$ cat src/verilog/cpu_settings.svh
`ifndef CPU_SETTINGS_SVH
`define CPU_SETTINGS_SVH

`define DATA_WIDTH      32
`define WORD_ADDR_WIDTH 30
`define GPR_ADDR_WIDTH  5
`define SPM_DEPTH       1024

// opcodes
`define OPCODE_WIDTH 6
`define OP_NOP   6'h00
`define OP_ADD   6'h01
`define OP_SUB   6'h02
`define OP_AND   6'h03
`define OP_OR    6'h04
`define OP_XOR   6'h05
`define OP_ADDI  6'h06
`define OP_LOAD  6'h07
`define OP_STORE 6'h08
`define OP_BEQ   6'h09

`define ALU_OP_WIDTH 3
`define ALU_ADD 3'd0
`define ALU_SUB 3'd1
`define ALU_AND 3'd2
`define ALU_OR  3'd3
`define ALU_XOR 3'd4

// instruction fields; rt overlaps imm and is only meaningful for register ops
`define INSN_OP_BITS  31:26
`define INSN_RD_BITS  25:21
`define INSN_RS_BITS  20:16
`define INSN_RT_BITS  15:11
`define INSN_IMM_BITS 15:0
`define IMM_WIDTH     16

`endif

$ cat src/verilog/cpu_pkg.sv
`include "cpu_settings.svh"

package cpu_pkg;

    typedef logic [`DATA_WIDTH-1:0]      word_t;
    typedef logic [`WORD_ADDR_WIDTH-1:0] word_addr_t;
    typedef logic [`GPR_ADDR_WIDTH-1:0]  gpr_addr_t;
    typedef logic [`ALU_OP_WIDTH-1:0]    alu_op_t;

    typedef struct packed {
        logic       valid;
        word_addr_t pc;
        word_t      insn;
    } fetch_t;

    typedef struct packed {
        logic      valid;
        alu_op_t   alu_op;
        word_t     alu_in_0;
        word_t     alu_in_1;
        logic      is_load;
        logic      is_store;
        word_t     store_data;
        gpr_addr_t dst_addr;
        logic      gpr_we;
    } id_ex_t;

    typedef struct packed {
        logic      valid;
        word_t     alu_out;   // byte address for loads and stores
        logic      is_load;
        logic      is_store;
        word_t     store_data;
        gpr_addr_t dst_addr;
        logic      gpr_we;
    } ex_mem_t;

    typedef struct packed {
        word_t     wr_data;
        gpr_addr_t dst_addr;
        logic      gpr_we;
    } mem_wb_t;

    // as_n low selects an access, rw high writes
    typedef struct packed {
        logic       as_n;
        logic       rw;
        word_addr_t addr;
        word_t      wr_data;
    } spm_req_t;

endpackage

$ cat src/verilog/decode_stage.sv
`timescale 1ns/1ps
`include "cpu_settings.svh"

module decode_stage (
    input  logic                clk,
    input  logic                arst_n,
    input  cpu_pkg::fetch_t     fetch,
    output cpu_pkg::gpr_addr_t  rd_addr_0,
    output cpu_pkg::gpr_addr_t  rd_addr_1,
    input  cpu_pkg::word_t      rd_data_0,
    input  cpu_pkg::word_t      rd_data_1,
    input  cpu_pkg::id_ex_t     ex_fwd,
    input  cpu_pkg::word_t      alu_out,
    input  cpu_pkg::word_t      fwd_mem_data,
    input  cpu_pkg::ex_mem_t    ex_mem,
    input  cpu_pkg::mem_wb_t    mem_wb,
    output logic                br_taken,
    output cpu_pkg::word_addr_t br_addr,
    output cpu_pkg::id_ex_t     id_ex
);

    logic [`OPCODE_WIDTH-1:0] opcode;
    logic [`IMM_WIDTH-1:0]    imm;
    cpu_pkg::word_t           imm_ext;
    cpu_pkg::gpr_addr_t       dst_addr;
    cpu_pkg::alu_op_t         alu_op;
    logic                     is_rtype;
    logic                     is_load;
    logic                     is_store;
    logic                     gpr_we;
    logic                     ex_mem_we;
    cpu_pkg::word_t           op_0;
    cpu_pkg::word_t           op_1;

    assign opcode   = fetch.insn[`INSN_OP_BITS];
    assign imm      = fetch.insn[`INSN_IMM_BITS];
    assign imm_ext  = {{(`DATA_WIDTH - `IMM_WIDTH){imm[`IMM_WIDTH-1]}}, imm};
    assign dst_addr = fetch.insn[`INSN_RD_BITS];

    assign is_rtype = opcode inside {`OP_ADD, `OP_SUB, `OP_AND, `OP_OR, `OP_XOR};
    assign is_load  = opcode == `OP_LOAD;
    assign is_store = opcode == `OP_STORE;
    assign gpr_we   = (is_rtype || is_load || opcode == `OP_ADDI) && dst_addr != '0;

    // second read port takes rd for store data and beq
    assign rd_addr_0 = fetch.insn[`INSN_RS_BITS];
    assign rd_addr_1 = is_rtype ? fetch.insn[`INSN_RT_BITS] : dst_addr;

    always_comb begin
        case (opcode)
            `OP_SUB: alu_op = `ALU_SUB;
            `OP_AND: alu_op = `ALU_AND;
            `OP_OR:  alu_op = `ALU_OR;
            `OP_XOR: alu_op = `ALU_XOR;
            default: alu_op = `ALU_ADD;  // add, addi, address calc
        endcase
    end

    // a misaligned load in mem writes nothing, so it must not forward either
    assign ex_mem_we = ex_mem.valid && ex_mem.gpr_we
                       && !(ex_mem.is_load && ex_mem.alu_out[1:0] != 2'b00);

    // youngest in-flight write wins
    function automatic cpu_pkg::word_t fwd(input cpu_pkg::gpr_addr_t addr,
                                           input cpu_pkg::word_t gpr_val);
        if (ex_fwd.valid && ex_fwd.gpr_we && ex_fwd.dst_addr == addr) begin
            return alu_out;
        end else if (ex_mem_we && ex_mem.dst_addr == addr) begin
            return fwd_mem_data;
        end else if (mem_wb.gpr_we && mem_wb.dst_addr == addr) begin
            return mem_wb.wr_data;
        end
        return gpr_val;
    endfunction

    assign op_0 = fwd(rd_addr_0, rd_data_0);
    assign op_1 = fwd(rd_addr_1, rd_data_1);

    // offset counts words from the slot after the branch
    assign br_taken = fetch.valid && opcode == `OP_BEQ && op_0 == op_1;
    assign br_addr  = fetch.pc + cpu_pkg::word_addr_t'(1) + imm_ext[`WORD_ADDR_WIDTH-1:0];

    always_ff @(posedge clk or negedge arst_n) begin
        if (!arst_n) begin
            id_ex <= '0;
        end else begin
            id_ex.valid      <= fetch.valid;
            id_ex.alu_op     <= alu_op;
            id_ex.alu_in_0   <= op_0;
            id_ex.alu_in_1   <= is_rtype ? op_1 : imm_ext;
            id_ex.is_load    <= is_load;
            id_ex.is_store   <= is_store;
            id_ex.store_data <= op_1;
            id_ex.dst_addr   <= dst_addr;
            id_ex.gpr_we     <= fetch.valid && gpr_we;
        end
    end

endmodule

$ cat config.mk
export PLATFORM = sky130hd
export DESIGN_NAME = decode_stage
export DESIGN_NICKNAME = d
export VERILOG_FILES = /design/src/verilog/cpu_pkg.sv /design/src/verilog/decode_stage.sv
export VERILOG_INCLUDE_DIRS = /design/src /design/src/verilog
export SDC_FILE = /design/constraint.sdc
export NUM_CORES = 1
export LEC_CHECK = 0
export ABC_CLOCK_PERIOD_IN_PS = 6350
export BUFFER_PORTS_ARGS = -buffer_cell sky130_fd_sc_hd__buf_2
export CAP_MARGIN = 20
export CORE_AREA = 2 2 220 222
export DETAILED_ROUTE_END_ITERATION = 16
export DIE_AREA = 0 0 222 224
export PLACE_DENSITY = 0.52
export SLEW_MARGIN = 40
export SYNTH_ARGS = -nofsm -noshare
export SYNTH_HDL_FRONTEND = slang
export SYNTH_SLANG_ARGS = --single-unit
$ cat constraint.sdc
create_clock -name clk -period 6.35 [get_ports clk]
set_input_delay 1.27 -clock clk [delete_from_list [all_inputs] [get_ports clk]]
set_output_delay 1.27 -clock clk [all_outputs]
set_load 0.01 [all_outputs]
==> run summary, run 1 <==
Layout cells sized above 1 = 0.4039
Max reg flops = 108
Gate power share = 0.381
Total track usage = 0.1885
DRC = 0
Async S/R FF share, synth = 1.000
First drt pass iteration count = 7
Layout net count = 1936
Launch point of the worst path = fetch[29]
Tcrit/Tclk final = 0.9740
CP endpoint kind = primary output
Max_slew headroom = 0.5398
Compound-gate portion of the synthesized area = 0.2463
Post-synth top flop = dfrtp_1
Synth Area in XOR/XNOR = 0.09302
I/O Pins = 561
Post-synth top area cell = dfrtp_1
Register area share after synthesis = 0.3120
Max_cap viols = 0
Total Power = 2.132 mW
Count leader, synth = nor2_1
Post-DP HPWL = 40460 microns
Synth Net Count = 1470
Leak = 5.979 nW
Synth Area per Inst = 8.426 sq um
Final setup vio count = 0
Leading cell types by count after synthesis = 120 x nor2_1, 108 x dfrtp_1, 92 x nand2_1
Cts hold-fix bufs = 0
CP Data Required Time = 5.08 ns
CP Max Fanout = 8
DR iter-0 viols = 794
Yosys Warn Count = 0
Netlist cell types = 81
Hold Violations, Final = 0
Slew Limit Fails = 0
CTS tree = yes
P&R area growth vs syn = 46.41%
Synth Area in Adders = 0.04420
Hold slack = 0.8820 ns
Share of power burned in registers = 0.351
Clock sink total = 108
Largest Register = id_ex
Post-synthesis mux area share = 0.06153
Top Registers = id_ex (108)
Routed WL per cell = 22.81 microns
Cells after Synth = 1028
Data arrival, critical path = 4.91 ns
Post-Synthesis Cell Area = 8662 sq um
Startpoint Class = input port
Area contributors post-synth = dfrtp_1 31%, xnor2_1 7.1%, nor2_1 5.2%, mux2i_1 4.9%, ha_1 4.2%
Fin crit period = 6.185 ns
Power density over cell area = 168.1 nW/um^2
Core footprint = 47350 sq um
Placer congestion estimate = 0.9196
Post-Synth Simple-Gate Area = 0.1866
Die Y = 224 microns
Antenna viol nets, final = 0
Hold Path Class = input port to asynchronous set/reset pin
Seq cells post-synth = 108
Global route overflow = 0
Largest family of logic cells by synthesized area = compound AO/OA/AOI/OAI gates
Max frequency = 161.7 MHz
Worst VDD drop = 0.09776 mV
Synth top area share = 0.3120
Switching Share = 0.3670
Max Buffers Root-to-Sink = 2
Reg clk slew, reported paths = 0.08 ns
Die width = 222 microns
Initial antenna violation count = 7
Starting Density = 0.1830
I/O Buffers = 396
Post-synth EDFFs = 0
DP Cell Count = 2088
Number of CTS-inserted buffers = 9
Total internal power = 1.349 mW
Vias in the first global route = 9972
Clock root cell = clkbuf_16
Routed vias/inst = 4.684
DRT Wirelength = 48260 microns
Die area = 49730 sq um
Largest net degree at the start of global routing = 68
Row Count = 80
Setup Crit Path Kind = input port to primary output
Post-layout util = 0.2679
Total net switching power = 782.2 uW
First-pass GRT wire length = 67970 microns
CTS H-tree lvls = 3
Worst Tran Pin Value = 0.6903 ns
Non-filler cells, final = 2116
Status = finished clean
Clock group share of total power = 0.268
Vias = 9911
critical path: stages:
cell and delay, ns:
buf_2 0.13, a2111o_4 0.54, o21ai_4 0.19, buf_6 0.13, a21o_1 0.12, nand3_2 0.09
nor4_4 0.36, buf_12 0.20, buf_4 0.25, mux2i_1 0.34, xnor2_1 0.15, nor4_1 0.20
a31o_2 0.22, nand4b_1 0.23, a211oi_4 0.30, buf_2 0.17
power by group through the flow:
stage                     clock (mW)  combinational, mW  sequential, mW
final                          0.572              0.812           0.748
after global routing           0.630              0.878           0.753
after CTS                      0.607              0.801           0.748
after detailed placement           0              0.794           0.762
after global placement             0              0.792           0.762
after floorplan                    0              0.362           0.788
area by class of cell:
cell class / instances / area [sq um]
multi-input cells: 812 / 5699
diodes: 3 / 7.507
flip-flops and latches: 108 / 2703
clock buffers: 9 / 225.2
inverters: 50 / 187.7
well taps: 615 / 769.5
repair buffers: 513 / 3040
clock inverters: 6 / 50.05
fillers: 5159 / 34660
layout by cell type (no fill, tap or decap), drive strengths merged, types with 11 or more instances in the layout:
cell type / count
nand3: 29
a211oi: 24
nor2: 120
o22ai: 14
a21o: 37
and3: 11
o221ai: 14
dfrtp: 108
nor3: 21
mux2i: 42
ha: 29
clkbuf: 11
a21oi: 53
inv: 52
o211ai: 11
buf: 511
nor4: 17
nand2: 93
xnor2: 70
xor2: 22
o21ai: 59
final timing paths:
kind,endpoint,slack [ns],depth (start not counted)
setup / recovery,br_taken,0.17,16
hold / removal,id_ex[63],0.88,1
max in group asynchronous,id_ex[37],4.41,2
min in group clk,id_ex[107],1.03,1
timing repair:
action | in CTS | in global routing
pin swaps | 4 | 16
setup endpoints to repair | 1 | 1
resized for setup | 7 | 40
cloned | 0 | 2
setup buffers | 0 | 8
cells by family (layout without fill, tap and decap cells):
group           count (synthesis)  after routing
compound gates                299            299
xor+xnor                       92             92
fa+ha+maj                      30             30
buf+inv                       108            578
flops                         108            108
mux                            52             52
other cells                     0              3
simple gates                  339            339
through the flow:
| step | instance area, sq um | worst slack, ns | TNS (ns) |
|---|---|---|---|
| 3_3_place_gp | 12060 | -0.08215 | -0.08215 |
| 4_1_cts | 12370 | 0.003208 | 0 |
| 3_5_place_dp | 12060 | -0.1251 | -0.1251 |
| 5_1_grt | 12680 | -0.02292 | -0.02292 |
| 2_1_floorplan | 8662 | 0.6601 | 0 |
| 6_report | 12680 | 0.1654 | 0 |
metal layers:
layer	up-vias	wire length, microns	GRT usage
li1	4656	-	-
met1	4721	20960	0.2429
met2	481	22460	0.3116
met3	49	3806	0.04709
met4	4	1002	0.05384
met5	-	27	0
Note: power is estimated with default switching activity, not from simulation.
==> run 2, diff against run 1 <==
==> constraint.sdc (replaced) <==
create_clock -name clk -period 6.35 [get_ports clk]
set_input_delay 0.635 -clock clk [delete_from_list [all_inputs] [get_ports clk]]
set_output_delay 0.635 -clock clk [all_outputs]
set_load 0.01 [all_outputs]
==> run 2 against run 1 <==
Cell area is 8.0% lower. Via count decreased by 1.9%. Die area is the same. Largest power group unchanged. Cell count shrank 4.2%. Highest routed layer unchanged. Clock power rose by 7.3%. First-iteration DRC count is 3.0% higher. Flip-flop and latch count did not move. Total power decreased by 1.1%. Critical path depth shrank 3.
==> run summary, run 2 (synthesized netlist as in run 1, its figures left out) <==
FF+latch area = 2703 sq um (unchanged)
DRT Wirelength = 46700 microns (was 48260 microns)
Cts hold-fix bufs = 0 (unchanged)
Final setup TNS = 0 ns (unchanged)
Placed Area = 11350 sq um (was 12060 sq um)
DP Cell Count = 2007 (was 2088)
Clock sink total = 108 (unchanged)
Global route overflow = 0 (unchanged)
Startpoint Class = input port (unchanged)
Max_slew headroom = 0.4703 (was 0.5398)
Data arrival, critical path = 4.93 ns (was 4.91 ns)
Number of CTS-inserted buffers = 9 (unchanged)
Die width = 222 microns (unchanged)
Hold Violations, Final = 0 (unchanged)
Worst Setup EP = br_taken (unchanged)
Starting Density = 0.1830 (unchanged)
Post CTS Setup Buffer Count = 0 (unchanged)
I/O Buffers = 396 (unchanged)
I/O Pins = 561 (unchanged)
Core footprint = 47350 sq um (unchanged)
DRC = 0 (unchanged)
Status = finished clean (unchanged)
Vias = 9721 (was 9911)
Max_cap viols = 0 (unchanged)
First-pass GRT wire length = 66210 microns (was 67970 microns)
Commonest non-fill, non-tap cells in the layout = 395 x buf_2, 118 x nor2_1, 108 x dfrtp_1 (was 394 x buf_2, 117 x nor2_1, 108 x dfrtp_1)
Power density over cell area = 180.8 nW/um^2 (was 168.1 nW/um^2)
Commonest non-fill, non-tap cell in the layout = buf_2 (unchanged)
Slew Limit Fails = 0 (unchanged)
Total track usage = 0.1834 (was 0.1885)
Area of the multi-input gates = 5495 sq um (was 5699 sq um)
Worst VDD drop = 0.09351 mV (was 0.09776 mV)
Launch point of the worst path = fetch[17] (was fetch[29])
Row Count = 80 (unchanged)
Leak = 5.445 nW (was 5.979 nW)
First drt pass iteration count = 5 (was 7)
Initial antenna violation count = 9 (was 7)
Antenna viol nets, final = 0 (unchanged)
Unrepaired setup endpoints after global routing = false
Fin crit period = 5.567 ns (was 6.185 ns)
Reg clk slew, reported paths = 0.07 ns (was 0.08 ns)
Post-DP HPWL = 39070 microns (was 40460 microns)
Post-CTS sizing = 0 (was 7)
Die area = 49730 sq um (unchanged)
Final setup vio count = 0 (unchanged)
Max Buffers Root-to-Sink = 2 (unchanged)
CP endpoint kind = primary output (unchanged)
Die Y = 224 microns (unchanged)
Routed WL per cell = 23.04 microns (was 22.81 microns)
Setup Crit Path Kind = input port to primary output (unchanged)
Largest Register = id_ex (unchanged)
Placer congestion estimate = 0.9121 (was 0.9196)
Largest net degree at the start of global routing = 67 (was 68)
Layout cells sized above 1 = 0.3450 (was 0.4039)
Clock root cell = clkbuf_16 (unchanged)
Final Cell Area = 11660 sq um (was 12680 sq um)
Routed vias/inst = 4.796 (was 4.684)
Vias in the first global route = 9664 (was 9972)
Max reg flops = 108 (unchanged)
CP Data Required Time = 5.71 ns (was 5.08 ns)
Worst Tran Pin Value = 0.7945 ns (was 0.6903 ns)
Hold Path Class = input port to asynchronous set/reset pin (unchanged)
Final-layout fill cell count = 5248 (was 5159)
Layout net count = 1845 (was 1936)
CP Max Fanout = 13 (was 8)
Max frequency = 179.6 MHz (was 161.7 MHz)
CTS tree = yes (unchanged)
Top Registers = id_ex (108) (unchanged)
P&R area growth vs syn = 34.67% (was 46.41%)
Tcrit/Tclk final = 0.8767 (was 0.9740)
CTS H-tree lvls = 3 (unchanged)
DR iter-0 viols = 818 (was 794)
Non-filler cells, final = 2027 (was 2116)
## run 2: changes by cell type in the layout (fill, tap and decap cells not counted), moves of 4 or more
cell	delta
buf_12	-9
buf_4	-78
mux2i_1	+11
mux2i_2	-8
nand3_1	+5
nand3_2	-4
## run 2: power by group
part / switching (mW) / leakage, nW / internal, mW
clock network: 0.289 / 0.144 / 0.325
logic: 0.446 / 4.03 / 0.302
registers: 0.0125 / 1.27 / 0.735
total: 0.747 / 5.44 / 1.36
## run 2: worst min-delay path by stage
stage,startpoint,depth (start not counted),endpoint
floorplan,arst_n,0,id_ex[0]
global placement,arst_n,1,id_ex[63]
detailed placement,arst_n,1,id_ex[63]
CTS,arst_n,1,id_ex[63]
global route,arst_n,1,id_ex[63]
finish,arst_n,1,id_ex[63]
## run 2: layout make-up
class	instances	area share
multi-input cells	812	0.4711
clock buffers	11	0.02167
clock inverters	3	0.003969
diodes	6	0.001287
repair buffers	422	0.1882
well taps	615	0.06597
flip-flops and latches	108	0.2317
inverters	50	0.01609
## run 2: critical path: stages
cell	delay, ns
buf_2	0.15
xor2_1	0.18
nor4_1	0.41
nand3_1	0.37
nand2_1	0.53
buf_4	0.32
o221ai_1	0.33
xor2_1	0.24
a2111oi_0	0.56
a31oi_1	0.27
or4_1	0.60
a211oi_2	0.16
buf_2	0.18
## run 2: metal layers
layer,track usage,vias to the layer above,routed length [microns]
li1,-,4482,-
met1,0.2297,4673,19990
met2,0.3101,506,22030
met3,0.04997,50,3766
met4,0.04839,10,846
met5,0,-,64
## run 2: per-stage QoR
stage	worst slack [ns]	total power [mW]	hold slack, ns	utilization
floorplan	1.930	1.150	0.3394	-
global placement	0.6833	1.507	0.6755	0.2397
detailed placement	0.6914	1.511	0.6832	0.2397
CTS	0.6901	2.151	0.2489	0.2461
global route	0.5440	2.232	0.2768	0.2461
finish	0.7830	2.109	0.2459	0.2464
==> run 3, diff against run 2 <==
==> constraint.sdc (replaced) <==
create_clock -name clk -period 6.35 [get_ports clk]
set_input_delay 0.635 -clock clk [delete_from_list [all_inputs] [get_ports clk]]
set_output_delay 0.635 -clock clk [all_outputs]
set_load 0.02 [all_outputs]
==> run 3 against run 2 <==
Cell area grew 0.33%. Flip-flop and latch count is the same. Via count down 0.34%. First-iteration DRC count fell by 9.5%. Critical path depth increased by 1. Combinational power is 9.6% higher. Setup slack got worse by 0.012 ns. Global-route usage hardly changed. Die area is the same. Critical endpoint unchanged. Highest routed layer unchanged.
==> run summary, run 3 (synthesized netlist as in run 1, its figures left out) <==
Data arrival, critical path = 4.94 ns (was 4.93 ns)
Antenna viol nets, final = 0 (unchanged)
Layout net count = 1848 (was 1845)
Max reg flops = 108 (unchanged)
Starting Density = 0.1830 (unchanged)
Post-DP HPWL = 39030 microns (was 39070 microns)
I/O Pins = 561 (unchanged)
Max_cap viols = 0 (unchanged)
Placer congestion estimate = 0.9154 (was 0.9121)
Global route overflow = 0 (unchanged)
Commonest non-fill, non-tap cells in the layout = 395 x buf_2, 118 x nor2_1, 108 x dfrtp_1 (unchanged)
Vias = 9688 (was 9721)
CP dominant cell by count = nor2_1
DP Cell Count = 2010 (was 2007)
Largest Register = id_ex (unchanged)
I/O Buffers = 396 (unchanged)
Cts hold-fix bufs = 0 (unchanged)
Worst VDD drop = 0.09801 mV (was 0.09351 mV)
Setup Crit Path Kind = input port to primary output (unchanged)
Tcrit/Tclk final = 0.8786 (was 0.8767)
Clock root cell = clkbuf_16 (unchanged)
Fin crit period = 5.579 ns (was 5.567 ns)
Non-filler cells, final = 2034 (was 2027)
Ordered list of cells on the worst path = buf_2 > xnor2_1 > nand4b_1 > buf_4 > nor2_4 > nor2_1 > nor2_1 > a211o_1 > nor2_1 > a2111oi_0 > a31oi_1 > or4_1 > a211oi_2 > buf_2 (was buf_2 > xor2_1 > nor4_1 > nand3_1 > nand2_1 > buf_4 > o221ai_1 > xor2_1 > a2111oi_0 > a31oi_1 > or4_1 > a211oi_2 > buf_2)
Post-CTS sizing = 0 (unchanged)
Unrepaired setup endpoints after global routing = false (unchanged)
Leak = 5.465 nW (was 5.445 nW)
DR iter-0 viols = 740 (was 818)
Final setup TNS = 0 ns (unchanged)
Largest net degree at the start of global routing = 67 (unchanged)
P&R area growth vs syn = 35.11% (was 34.67%)
Total Power = 2.201 mW (was 2.109 mW)
Core footprint = 47350 sq um (unchanged)
Die Y = 224 microns (unchanged)
CP Data Required Time = 5.71 ns (about the same)
Post CTS Setup Buffer Count = 0 (unchanged)
DRC = 0 (unchanged)
Total net switching power = 841.9 uW (was 747.0 uW)
CP Max Fanout = 13 (unchanged)
Gate power share = 0.373 (was 0.355)
Commonest non-fill, non-tap cell in the layout = buf_2 (unchanged)
Top Registers = id_ex (108) (unchanged)
Slew Limit Fails = 0 (unchanged)
CTS H-tree lvls = 3 (unchanged)
Worst Tran Pin Value = 0.7563 ns (was 0.7945 ns)
Clock sink total = 108 (unchanged)
Reg clk slew, reported paths = 0.07 ns (about the same)
Die area = 49730 sq um (unchanged)
Worst slack, placed = 0.7400 ns (was 0.6914 ns)
Worst setup margin = 0.7709 ns (was 0.7830 ns)
Status = finished clean (unchanged)
Startpoint Class = input port (unchanged)
Initial antenna violation count = 13 (was 9)
Row Count = 80 (unchanged)
Final setup vio count = 0 (unchanged)
Max Buffers Root-to-Sink = 2 (unchanged)
Hold Violations, Final = 0 (unchanged)
Total track usage = 0.1838 (was 0.1834)
First-pass GRT wire length = 66590 microns (was 66210 microns)
Max_slew headroom = 0.4946 (was 0.4703)
First drt pass iteration count = 5 (unchanged)
Critical Path Slowest Stage Cell = or4_1 (unchanged)
DRT Wirelength = 46420 microns (was 46700 microns)
Die width = 222 microns (unchanged)
Routed vias/inst = 4.763 (was 4.796)
CTS tree = yes (unchanged)
Clock group share of total power = 0.288 (was 0.291)
Hold slack = 0.2393 ns (was 0.2459 ns)
CP endpoint kind = primary output (unchanged)
Switching Share = 0.3825 (was 0.3543)
Routed WL per cell = 22.82 microns (was 23.04 microns)
Total internal power = 1.359 mW (was 1.362 mW)
Power density over cell area = 188.0 nW/um^2 (was 180.8 nW/um^2)
Crit-path max cell delay = 0.60 ns (about the same)
Layout cells sized above 1 = 0.3473 (was 0.3450)
Hold Path Class = input port to asynchronous set/reset pin (unchanged)
Max frequency = 179.2 MHz (was 179.6 MHz)
Vias in the first global route = 9847 (was 9664)
Number of CTS-inserted buffers = 9 (unchanged)
Share of power burned in registers = 0.340 (was 0.354)
## run 3: changes by cell type in the layout (fill, tap and decap cells not counted)
cell      before  now
buf_4         25   28
diode_2        6    8
clkbuf_8       2    1
clkinv_2       0    1
clkinv_4       0    1
inv_8          0    1
## run 3: per-layer routing
layer / global-route usage / part of all wire / up-vias
li1: - / - / 4492
met2: 0.3055 / 0.46 / 500
met3: 0.04499 / 0.087 / 54
met1: 0.2313 / 0.42 / 4636
met5: 0 / 0.00080 / -
met4: 0.06582 / 0.028 / 6
## run 3: how the worst max path moves through the flow
stage / from / end / cells past startpoint
2_1_floorplan: fetch[27] / br_taken / 13
4_1_cts: fetch[17] / br_taken / 14
3_3_place_gp: fetch[17] / br_taken / 14
6_report: fetch[17] / br_taken / 14
3_5_place_dp: fetch[17] / br_taken / 14
5_1_grt: fetch[17] / br_taken / 14
## run 3: through the flow
step | instance area [sq um] | utilization
4_1_cts | 11680 | 0.2468
2_1_floorplan | 8662 | -
3_5_place_dp | 11370 | 0.2402
3_3_place_gp | 11370 | 0.2401
6_report | 11700 | 0.2472
5_1_grt | 11690 | 0.2468
## run 3: critical path, delay by kind of cell
| family | cells | cell delay (ns) |
|---|---|---|
| simple gates | 6 | 2.19 |
| compound gates | 4 | 1.18 |
| buf+inv | 3 | 0.61 |
| xor+xnor | 1 | 0.30 |
## run 3: cell type report
class / count / area (sq um)
fillers: 5265 / 35640
multi-input cells: 812 / 5495
flip-flops and latches: 108 / 2703
repair buffers: 425 / 2218
well taps: 615 / 769.5
clock buffers: 10 / 239.0
inverters: 50 / 187.7
clock inverters: 6 / 71.32
diodes: 8 / 20.02
## run 3: power by group through the flow
stage / registers, mW / logic [mW] / clock network (mW)
final: 0.748 / 0.820 / 0.633
after global routing: 0.754 / 0.885 / 0.680
after CTS: 0.749 / 0.826 / 0.666
after detailed placement: 0.761 / 0.822 / 0
after global placement: 0.761 / 0.820 / 0
after floorplan: 0.826 / 0.397 / 0
